<file path="src/hw/board_macros.svh">
// ------------------------------
// register map and timing constants for the board block
// indices come from address bits 5..2, unmapped ones read zero
// MV_DELAY_TICKS is cut down for short simulation runs
// ------------------------------
`ifndef BOARD_MACROS_SVH
`define BOARD_MACROS_SVH

// register word indices
`define REG_STATUS   4'd0
`define REG_TIMEOUT  4'd1
`define REG_VERSION  4'd2
`define REG_DIGIN    4'd3
`define REG_TEMPSNS  4'd4
`define REG_DEBUG    4'd5

`define BOARD_VERSION  32'h4D433034   // ascii "MC04"
`define DEBUG_RESET    32'h00002000
`define WDOG_TICK_BITS 8              // tick every 256 sysclk
`define MV_DELAY_TICKS 16'd30         // hold-off after mv_good, in ticks

`endif

</file>
<file path="src/hw/board_pkg.sv">
// ------------------------------
// shared types for the board register block
// input bundles are raw pin groups, no polarity fixing here
// ------------------------------
package board_pkg;

    // register word index, taken from address bits 5..2
    typedef logic [3:0] reg_idx_t;

    // digital inputs, one bit per axis in each 4-bit field
    typedef struct packed {
        logic [3:0] enc_a;      // encoder a
        logic [3:0] enc_b;      // encoder b
        logic [3:0] enc_i;      // encoder index
        logic [3:0] neg_limit;  // negative limit switch
        logic [3:0] pos_limit;  // positive limit switch
        logic [3:0] home;       // home switch
        logic       v_fault;    // encoder supply fault
    } dig_in_t;                 // 25 bits

    // status inputs from the power stage
    typedef struct packed {
        logic [3:0] amp_fault;  // 1 = amp ok, 0 = fault
        logic       relay;      // safety relay contact
        logic       mv_faultn;  // motor supply fault, active low
        logic       mv_good;    // motor voltage good
    } stat_in_t;                // 7 bits

endpackage

</file>
<file path="src/hw/axil_reg_port.sv">
// ------------------------------
// axi4-lite slave, single outstanding write and read
// wstrb ignored, all writes are full words
// responses always OKAY, address bits 1..0 not decoded
// ------------------------------
`timescale 1ns/1ps

module axil_reg_port (
    input  logic                sysclk,
    input  logic                reset,      // sync, active low
    // write address and data
    input  logic [5:0]          awaddr,
    input  logic                awvalid,
    output logic                awready,
    input  logic [31:0]         wdata,
    input  logic [3:0]          wstrb,
    input  logic                wvalid,
    output logic                wready,
    // write response
    output logic [1:0]          bresp,
    output logic                bvalid,
    input  logic                bready,
    // read address and data
    input  logic [5:0]          araddr,
    input  logic                arvalid,
    output logic                arready,
    output logic [31:0]         rdata,
    output logic [1:0]          rresp,
    output logic                rvalid,
    input  logic                rready,
    // register side
    output logic                reg_wen,
    output board_pkg::reg_idx_t reg_waddr,
    output logic [31:0]         reg_wdata,
    output board_pkg::reg_idx_t reg_raddr,
    input  logic [31:0]         reg_rdata
);

    logic wr_accept;    // aw and w taken together
    logic rd_accept;    // ar taken

    // ------------------------------
    // handshakes
    // ------------------------------
    assign wr_accept = awvalid && wvalid && !bvalid;   // no new write while resp pending
    assign awready   = wr_accept;
    assign wready    = wr_accept;

    assign rd_accept = arvalid && !rvalid;
    assign arready   = rd_accept;
    assign reg_raddr = araddr[5:2];     // regs form rdata in the same cycle

    assign bresp = 2'b00;   // OKAY
    assign rresp = 2'b00;   // OKAY

    // ------------------------------
    // write strobe and response
    // ------------------------------
    always_ff @(posedge sysclk) begin
        if (!reset) begin
            reg_wen <= 1'b0;
            bvalid  <= 1'b0;
        end else begin
            reg_wen <= wr_accept;       // one cycle per accepted write
            if (wr_accept)
                bvalid <= 1'b1;
            else if (bready)
                bvalid <= 1'b0;         // held until bready
        end
    end

    // write payload, valid while reg_wen is high
    always_ff @(posedge sysclk) begin
        if (wr_accept) begin
            reg_waddr <= awaddr[5:2];
            reg_wdata <= wdata;
        end
    end

    // ------------------------------
    // read response
    // ------------------------------
    always_ff @(posedge sysclk) begin
        if (!reset)
            rvalid <= 1'b0;
        else if (rd_accept)
            rvalid <= 1'b1;
        else if (rready)
            rvalid <= 1'b0;             // held until rready
    end

    always_ff @(posedge sysclk) begin
        if (rd_accept)
            rdata <= reg_rdata;         // captured at the ar handshake
    end

endmodule

</file>
<file path="src/hw/board_ctrl_top.sv">
// ------------------------------
// board register block top, axi4-lite host side
// inputs arrive async and are synced here
// ------------------------------
`timescale 1ns/1ps

module board_ctrl_top (
    input  logic                sysclk,
    input  logic                reset,
    input  logic [5:0]          awaddr,
    input  logic                awvalid,
    output logic                awready,
    input  logic [31:0]         wdata,
    input  logic [3:0]          wstrb,
    input  logic                wvalid,
    output logic                wready,
    output logic [1:0]          bresp,
    output logic                bvalid,
    input  logic                bready,
    input  logic [5:0]          araddr,
    input  logic                arvalid,
    output logic                arready,
    output logic [31:0]         rdata,
    output logic [1:0]          rresp,
    output logic                rvalid,
    input  logic                rready,
    input  logic [3:0]          board_id,
    input  logic [15:0]         temp_sense,
    input  board_pkg::dig_in_t  dig_in,
    input  board_pkg::stat_in_t stat_in,
    input  logic [3:0]          safety_amp_disable,
    output logic [3:0]          amp_disable,
    output logic                pwr_enable,
    output logic                relay_on
);

    logic                reg_wen;
    board_pkg::reg_idx_t reg_waddr;
    board_pkg::reg_idx_t reg_raddr;
    logic [31:0]         reg_wdata;
    logic [31:0]         reg_rdata;
    board_pkg::dig_in_t  dig_sync;
    board_pkg::stat_in_t stat_sync;
    logic                wdog_kick;
    logic                powerup_cmd;
    logic [15:0]         wdog_period;
    logic                wdog_timeout;
    logic                mv_hold;

    axil_reg_port u_axil_reg_port (
        .sysclk, .reset,
        .awaddr, .awvalid, .awready, .wdata, .wstrb, .wvalid, .wready,
        .bresp, .bvalid, .bready,
        .araddr, .arvalid, .arready, .rdata, .rresp, .rvalid, .rready,
        .reg_wen, .reg_waddr, .reg_wdata, .reg_raddr, .reg_rdata
    );

    // board pins into sysclk
    input_sync #(.payload_t(board_pkg::dig_in_t)) u_dig_sync (
        .sysclk, .reset, .async_in(dig_in), .sync_out(dig_sync)
    );

    input_sync #(.payload_t(board_pkg::stat_in_t)) u_stat_sync (
        .sysclk, .reset, .async_in(stat_in), .sync_out(stat_sync)
    );

    board_regs u_board_regs (
        .sysclk, .reset,
        .reg_wen, .reg_waddr, .reg_wdata, .reg_raddr, .reg_rdata,
        .board_id, .temp_sense, .dig_sync, .stat_sync, .safety_amp_disable,
        .wdog_timeout, .mv_hold,
        .amp_disable, .pwr_enable, .relay_on,
        .wdog_kick, .powerup_cmd, .wdog_period
    );

    power_guard u_power_guard (
        .sysclk, .reset,
        .wdog_kick, .powerup_cmd, .wdog_period,
        .mv_good(stat_sync.mv_good),    // synced copy
        .wdog_timeout, .mv_hold
    );

endmodule

</file>
<file path="src/hw/board_regs.sv">
// ------------------------------
// board register file, mask/value writes on status
// amp enables need pwr_enable set before the write
// disable state is sticky on watchdog and safety input
// ------------------------------
`timescale 1ns/1ps
`include "board_macros.svh"

module board_regs (
    input  logic                 sysclk,
    input  logic                 reset,
    input  logic                 reg_wen,
    input  board_pkg::reg_idx_t  reg_waddr,
    input  logic [31:0]          reg_wdata,
    input  board_pkg::reg_idx_t  reg_raddr,
    output logic [31:0]          reg_rdata,
    input  logic [3:0]           board_id,
    input  logic [15:0]          temp_sense,
    input  board_pkg::dig_in_t   dig_sync,
    input  board_pkg::stat_in_t  stat_sync,
    input  logic [3:0]           safety_amp_disable,
    input  logic                 wdog_timeout,
    input  logic                 mv_hold,
    output logic [3:0]           amp_disable,
    output logic                 pwr_enable,
    output logic                 relay_on,
    output logic                 wdog_kick,
    output logic                 powerup_cmd,
    output logic [15:0]          wdog_period
);

    logic [3:0]  reg_disable;   // 1 = axis disabled
    logic [31:0] reg_debug;     // scratch, host owned
    logic        write_status;
    logic [3:0]  amp_enable_cmd;

    // ------------------------------
    // command decode
    // ------------------------------
    assign write_status   = reg_wen && (reg_waddr == `REG_STATUS);
    assign amp_enable_cmd = reg_wdata[11:8] & reg_wdata[3:0];   // mask and value both set
    assign powerup_cmd    = write_status &&
                            ((reg_wdata[19] && reg_wdata[18]) || (|amp_enable_cmd));
    assign wdog_kick      = reg_wen;                  // any write restarts the watchdog

    assign amp_disable = reg_disable | {4{mv_hold}};  // held off during mv settle

    always_ff @(posedge sysclk) begin
        if (!reset) begin
            reg_disable <= 4'hf;          // all axes off
            pwr_enable  <= 1'b0;
            relay_on    <= 1'b0;
            wdog_period <= 16'd0;         // watchdog off
            reg_debug   <= `DEBUG_RESET;
        end else if (reg_wen) begin
            case (reg_waddr)
                `REG_STATUS: begin
                    // old pwr_enable gates the amp enables
                    for (int i = 0; i < 4; i++)
                        reg_disable[i] <= !pwr_enable ||
                            (reg_wdata[8+i] ? !reg_wdata[i] : reg_disable[i]);
                    relay_on   <= reg_wdata[17] ? reg_wdata[16] : relay_on;
                    pwr_enable <= reg_wdata[19] ? reg_wdata[18] : pwr_enable;
                end
                `REG_TIMEOUT: wdog_period <= reg_wdata[15:0];
                `REG_DEBUG:   reg_debug   <= reg_wdata;
                default: ;                // read-only or unmapped
            endcase
        end else begin
            // no write this cycle, force axes off
            reg_disable <= reg_disable | (wdog_timeout ? 4'hf : safety_amp_disable);
        end
    end

    // ------------------------------
    // read mux
    // ------------------------------
    always_comb begin
        case (reg_raddr)
            `REG_STATUS:  reg_rdata = {4'd4, board_id,
                                       wdog_timeout, 3'd0,
                                       stat_sync.mv_good, pwr_enable, !stat_sync.relay, relay_on,
                                       !stat_sync.mv_faultn, 3'd0,
                                       stat_sync.amp_fault,
                                       safety_amp_disable, ~reg_disable};
            `REG_TIMEOUT: reg_rdata = {16'd0, wdog_period};
            `REG_VERSION: reg_rdata = `BOARD_VERSION;
            `REG_DIGIN:   reg_rdata = {dig_sync.v_fault, 3'd0,
                                       dig_sync.enc_a, dig_sync.enc_b, dig_sync.enc_i,
                                       4'd0,      // no digital outputs on this board
                                       dig_sync.neg_limit, dig_sync.pos_limit, dig_sync.home};
            `REG_TEMPSNS: reg_rdata = {16'd0, temp_sense};
            `REG_DEBUG:   reg_rdata = reg_debug;
            default:      reg_rdata = 32'd0;
        endcase
    end

endmodule

</file>
<file path="src/hw/input_sync.sv">
// ------------------------------
// two-flop synchronizer for async board pins
// no glitch filter, adds two sysclk of latency
// fields of a struct are not sampled coherently
// ------------------------------
`timescale 1ns/1ps

module input_sync #(
    parameter type payload_t = logic
) (
    input  logic     sysclk,
    input  logic     reset,     // sync, active low
    input  payload_t async_in,
    output payload_t sync_out
);

    payload_t meta_q;   // first stage, may go metastable

    always_ff @(posedge sysclk) begin
        if (!reset) begin
            meta_q   <= '0;
            sync_out <= '0;
        end else begin
            meta_q   <= async_in;
            sync_out <= meta_q;
        end
    end

endmodule

</file>
<file path="src/hw/power_guard.sv">
// ------------------------------
// watchdog and motor-voltage settle timers
// both count on a tick of 2^WDOG_TICK_BITS sysclk
// timeout clears only on powerup_cmd or reset
// ------------------------------
`timescale 1ns/1ps
`include "board_macros.svh"

module power_guard (
    input  logic        sysclk,
    input  logic        reset,
    input  logic        wdog_kick,      // any register write
    input  logic        powerup_cmd,    // host turning power or amps on
    input  logic [15:0] wdog_period,    // in ticks, 0 = off
    input  logic        mv_good,
    output logic        wdog_timeout,
    output logic        mv_hold
);

    logic [`WDOG_TICK_BITS-1:0] tick_cnt;
    logic                       tick;
    logic [15:0]                wdog_count;     // ticks since last kick
    logic [15:0]                mv_count;       // ticks since mv_good rose
    logic                       settle_hold;

    // ------------------------------
    // tick divider
    // ------------------------------
    assign tick = &tick_cnt;    // one cycle every 2^n

    always_ff @(posedge sysclk) begin
        if (!reset)
            tick_cnt <= '0;
        else
            tick_cnt <= tick_cnt + 1'b1;
    end

    // ------------------------------
    // watchdog
    // ------------------------------
    always_ff @(posedge sysclk) begin
        if (!reset || powerup_cmd) begin
            wdog_count   <= 16'd0;
            wdog_timeout <= 1'b0;
        end else if (wdog_kick) begin
            wdog_count   <= 16'd0;                      // restart, flag stays
        end else if (tick && (wdog_period != 16'd0)) begin
            if (wdog_count < wdog_period)
                wdog_count <= wdog_count + 1'b1;
            else
                wdog_timeout <= 1'b1;                   // latched
        end
    end

    // ------------------------------
    // motor voltage settle
    // ------------------------------
    assign mv_hold = !mv_good || settle_hold;   // no wait for a tick on drop

    always_ff @(posedge sysclk) begin
        if (!reset || !mv_good) begin
            mv_count    <= 16'd0;
            settle_hold <= 1'b1;
        end else if (tick) begin
            if (mv_count < `MV_DELAY_TICKS)
                mv_count <= mv_count + 1'b1;            // still settling
            else
                settle_hold <= 1'b0;
        end
    end

endmodule

</file>
<file path="config.mk">
export PLATFORM = sky130hd
export DESIGN_NAME = board_ctrl_top
export DESIGN_NICKNAME = d
export VERILOG_FILES = /design/src/hw/board_pkg.sv /design/src/hw/axil_reg_port.sv /design/src/hw/board_ctrl_top.sv /design/src/hw/board_regs.sv /design/src/hw/input_sync.sv /design/src/hw/power_guard.sv
export VERILOG_INCLUDE_DIRS = /design/src /design/src/hw
export SDC_FILE = /design/constraint.sdc
export NUM_CORES = 1
export LEC_CHECK = 0
export BUFFER_PORTS_ARGS = -buffer_cell sky130_fd_sc_hd__buf_2
export CAP_MARGIN = 25
export CORE_MARGIN = 3
export CORE_UTILIZATION = 35
export DETAILED_ROUTE_END_ITERATION = 10
export SYNTH_ARGS = -nofsm -noshare
export SYNTH_HDL_FRONTEND = slang
export SYNTH_HIERARCHICAL = 1
export SYNTH_SLANG_ARGS = --single-unit
</file>
<file path="constraint.sdc">
create_clock -name sysclk -period 3.29 [get_ports sysclk]
set_input_delay 0.658 -clock sysclk [delete_from_list [all_inputs] [get_ports sysclk]]
set_output_delay 0.658 -clock sysclk [all_outputs]
set_load 0.05 [all_outputs]
</file>
# Word level (Yosys, flattened, before mapping)

Index checks and enable logic that the tools add are counted.

Bits in registers: 231
Input port bits: 111
Output and inout port bits: 47
Logic and storage cells: 112

Add/sub/neg operators: 3
$lt $le $gt $ge: 2
Eq/ne operators: 8
Muxes and demuxes: 12
Bitwise gates (word level): 7
Reductions and logical operators: 42

Operator list:

| cell                                                         | count |
|---|---|
| case mux 32 bit (6 select lines)                             | 1 |
| adder 16 x 1 -> 16 bit (second input constant)               | 2 |
| AND reduction 9 bit                                          | 2 |
| less-than comparator 16 bit                                  | 1 |
| less-than comparator 16 x 5 -> 1 bit (second input constant) | 1 |
| nonzero test 16 bit                                          | 1 |
| equality test 4 x 3 -> 1 bit (second input constant)         | 3 |
| two-way mux 4 bit                                            | 3 |
| zero test 1 bit                                              | 11 |
| AND reduction 3 bit                                          | 3 |
| adder 8 x 1 -> 8 bit (second input constant)                 | 1 |
| equality test 4 x 1 -> 1 bit (second input constant)         | 2 |
| equality test 4 x 2 -> 1 bit (second input constant)         | 2 |
| zero test 4 bit                                              | 2 |
| logical OR 1 bit                                             | 8 |
| two-way mux 1 bit                                            | 8 |
| OR 4 bit                                                     | 2 |
| AND reduction 8 bit                                          | 1 |
| logical AND 1 bit                                            | 7 |
| AND reduction 2 bit                                          | 3 |
| bitwise AND 4 bit                                            | 1 |
| inverter 4 bit                                               | 1 |
| nonzero test 2 bit                                           | 2 |
| OR reduction 4 bit                                           | 1 |
| 3 further kinds                                              | 5 |

# Depth between registers and ports, before layout

Depth in word-level cells: 6
Gate-level depth with buffers: 9
Depth with buffers taken out: 8

# By module

Netlist, hierarchy kept.

By module, submodules not included:

| module                    | times used | cells each | area each (um^2) | sequential area each (um^2) |
|---|---|---|---|---|
| board_regs                | 1          | 373        | 3198.1           | 1081.0 |
| axil_reg_port             | 1          | 88         | 2224.6           | 2102.0 |
| power_guard               | 1          | 246        | 2139.6           | 840.8 |
| input_sync at u_dig_sync  | 1          | 105        | 1388.8           | 1001.0 |
| input_sync at u_stat_sync | 1          | 29         | 391.6            | 280.3 |

# Worst setup path after synthesis

Ideal clock, no wire load.

Path type: input-to-output
Start: input port arvalid
End: output port arready
Arrival time: 2.763 ns
Data required time: 2.632 ns
Path slack: -0.131 ns
Cell stages on the path: 1
Path buffers: 0
Path through: nor2b_1

Word-level cells in the longest chain between the ends: 1

RTL lines:

| element            | line                 | text |
|---|---|---|
| start: declaration | board_ctrl_top.sv:21 | `input logic arvalid,` |
| logical AND 1 bit  | axil_reg_port.sv:49  | `assign rd_accept = arvalid && !rvalid;` |
| end: declaration   | board_ctrl_top.sv:22 | `output logic arready,` |

Every way passes these cells.

# Worst setup path after layout

Start: register u_board_regs.wdog_period[15]
End: register u_power_guard.wdog_count[1]

Word-level cells in the longest chain between the ends: 3
Elaborated cells on any way between the ends: 4
Classes of those cells: 1 x order compare; 3 x reduce/logical

RTL lines:

| element                                                             | line              | text |
|---|---|---|
| start: declaration                                                  | board_regs.sv:29  | `output logic [15:0] wdog_period` |
| start signal: assignment                                            | board_regs.sv:65  | `` `REG_TIMEOUT: wdog_period <= reg_wdata[15:0]; `` |
| branches (longest 2 deep; another with less-than comparator 16 bit) | -                 |  |
| AND reduction 2 bit (no line) *                                     | -                 |  |
| end signal: assignment                                              | power_guard.sv:49 | `wdog_count <= wdog_count + 1'b1;` |
| end: declaration                                                    | power_guard.sv:22 | `logic [15:0] wdog_count;` |

Mark *: on every way between the ends.
A chain may end at the register's enable or synchronous reset.

==> results.md <==
- Post-synth EDFFs: 68
- Vias/cell: 4.99
- Initial DRC count: 651
- Finish-stage setup viols: 0
- Vias in the first global route: 6178
- TritonRoute pass-1 iters: 5
- FFs w/ async S/R, synth: 0%
- Core region area: 26100 um^2
- Layout cell share with drive strength beyond 1: 27.5%
- Worst R2R Setup Slack: 730 ps
- TNS Setup: 0 ps
- CP required: 3680 ps
- Synth Area per Inst: 11.1 um^2
- Synthesis Warnings: 6
- GRT Overall Usage: 15.6%
- Die Area: 28700 um^2
- Final Max Tran Viols: 0
- Die Height: 169 um
- Sequential area share after synthesis: 56.8%
- DRC viols: 0
- Worst reg2reg path endpoint: u_power_guard/wdog_count[1]
- Crit Path Class: reg -> reg
- Max Cap Viol: 0
- Antenna viol nets, final: 0
- Worst slew pin tran: 861 ps
- Count leader, synth: dfxtp_1
- Worst R2R Start: u_board_regs/wdog_period[15]
- F_max: 0.391 GHz
- Clk_skew: 14.4 ps
- Clock sinks: 231
- Tmin final: 2560 ps
- DR vias: 6627
- Fin nets: 1101
- CTS tree: yes
- Max FO, Critical Path: 18
- VDD IR max: 0.414 mV
- Status: completed
- Hold path cells: 1
- Hold-fix buffers at CTS: 0
- Static Leak: 0.00460 uW
- Crit path to: u_power_guard/wdog_count[1]
- Root buffer cell: clkbuf_16
- Cell Rows: 59
- Worst EP arrival: 2940 ps
- Final Instance Count excl. Fillers: 1327
- I/O Buffers: 145
- Seq cells post-synth: 231
- Critical Path Sink Type: flop
- Cts bufs inserted: 24
- First-pass GRT wire length: 35200 um
- Endpoints failing hold: 0
- Synth top area cells: dfxtp_1, edfxtp_1, mux2i_1
- Die X: 169 um
- Post-CTS Setup Bufs: 0
- Placed cell area: 10300 um^2
- Library cells used by synthesis: 65
- Drt wl/cell: 17.5 um
- Synth top cells by count: dfxtp_1, nand2_1, edfxtp_1, mux2i_1, and2_2
- Clk pin slew, worst setup/hold paths: 60 ps
- FF-to-FF path depth: 8
- Total power: 6100 uW
- Hold/Removal Path Class: in -> reg
- HPWL Detailed: 16600 um
- Top cell type's share of synthesized area: 34.9%
- Critical path startpoint: u_board_regs/wdog_period[15]
- PostCTS Resize Cnt: 0
- Clock latency on the worst-skew pair: 510 ps
- Design area: 11100 um^2
- Placed Cells: 1281
- Number of cells produced by synthesis: 841
- Final period utilization: 77.8%
- Area grow syn2layout: 18.4%
- Pwr dens: 552 nW/um^2
- Area of the mapped netlist: 9340 um^2
- Fillers: 2581
- Max Root-Sink Buffers: 3
- Initial antenna violation count: 2
- H-tree Lvls: 1
- Congestion Overflow GR: 0
- Largest net degree at the start of global routing: 113
- Most used flip-flop cell after synthesis: dfxtp_1
- Drt total wl: 23200 um
- Max_slew headroom: 42.1%
- RD Place Congestion: 0.844
- RSZ-0062 raised after global routing: false
- Biggest area consumer among synthesized cells: dfxtp_1
- Initial core utilization: 35.8%
- I/O pins: 158
- Critical Path Source Type: flop
-- cells in the final DEF (no fill, tap or decap), types with 26 or more instances in the layout --
cell,instances
buf_2,144
edfxtp_1,68
mux2i_1,58
nand2_1,111
and2_2,50
nor2_1,34
dfxtp_1,163
inv_1,26
a21oi_1,26
-- layer usage --
metal | wire (um) | global-route usage, %
met1 | 11200 | 23.9
met5 | 0 | 0
met2 | 10200 | 23.2
met3 | 1440 | 2.40
met4 | 326 | 3.31
-- worst max-delay path: stages (launching register included) --
cell     delay (ps)
dfxtp_1         390
inv_1            70
ha_1            300
nand4_1         160
or3_1           440
or4_4           580
nand4_4         240
mux2i_1         210
nor2_1           50
-- state kept, by name, summed over array words and instances, names as in the netlist --
name	flops
u_board_regs/reg_disable	4
u_stat_sync/meta_q	7
u_dig_sync/meta_q	25
u_axil_reg_port/bvalid	1
u_power_guard/settle_hold	1
u_board_regs/relay_on	1
u_power_guard/wdog_timeout	1
u_power_guard/tick_cnt	8
u_board_regs/wdog_period	16
u_board_regs/reg_debug	32
u_axil_reg_port/reg_waddr	4
u_axil_reg_port/reg_wen	1
u_axil_reg_port/rvalid	1
u_axil_reg_port/reg_wdata	32
u_dig_sync/sync_out	25
u_stat_sync/sync_out	7
u_axil_reg_port/rdata	32
u_power_guard/wdog_count	16
u_power_guard/mv_count	16
u_board_regs/pwr_enable	1
-- power by group --
group / leakage, uW / total, uW / switching, uW / internal [uW]
clock network: 0.000378 / 2610 / 1080 / 1530
registers: 0.00198 / 3060 / 39.6 / 3020
logic: 0.00224 / 425 / 284 / 141
-- how the worst min path moves through the flow --
stage | from | end
floorplan | u_dig_sync/meta_q[23] | u_dig_sync/sync_out[23]
global placement | u_dig_sync/meta_q[23] | u_dig_sync/sync_out[23]
detailed placement | u_dig_sync/meta_q[23] | u_dig_sync/sync_out[23]
CTS | awaddr[3] | u_axil_reg_port/reg_waddr[1]
global route | awaddr[4] | u_axil_reg_port/reg_waddr[2]
finish | awaddr[3] | u_axil_reg_port/reg_waddr[1]
-- area by class of cell --
type	instances	area, um^2	area share, %
well taps	335	419	3.79
diodes	2	5.00	0.0453
clock inverters	8	80.1	0.724
flip-flops and latches	231	5310	48.0
repair buffers	154	808	7.31
inverters	26	97.6	0.882
clock buffers	36	687	6.21
multi-input cells	535	3660	33.1
-- kinds of logic after synthesis --
logic type,Yosys count,synth area share [%]
DFF,231,56.8
buffers and inverters,78,4.45
other,1,0.0401
muxes,70,8.42
xor gates and xnor gates,10,0.937
and+or+nand+nor,326,19.1
adders and majority gates,18,2.41
AOI/OAI and AO/OA,107,7.82
-- metrics by stage --
stage | hold WS [ps] | util [%] | worst slack, ps
after CTS | 287 | 42.3 | 731
after detailed placement | 414 | 39.4 | 748
after floorplan | 406 | - | 271
after global routing | 288 | 42.3 | 580
after global placement | 409 | 39.4 | 798
final | 314 | 42.3 | 731
Note: power is estimated with default switching activity, not from simulation.
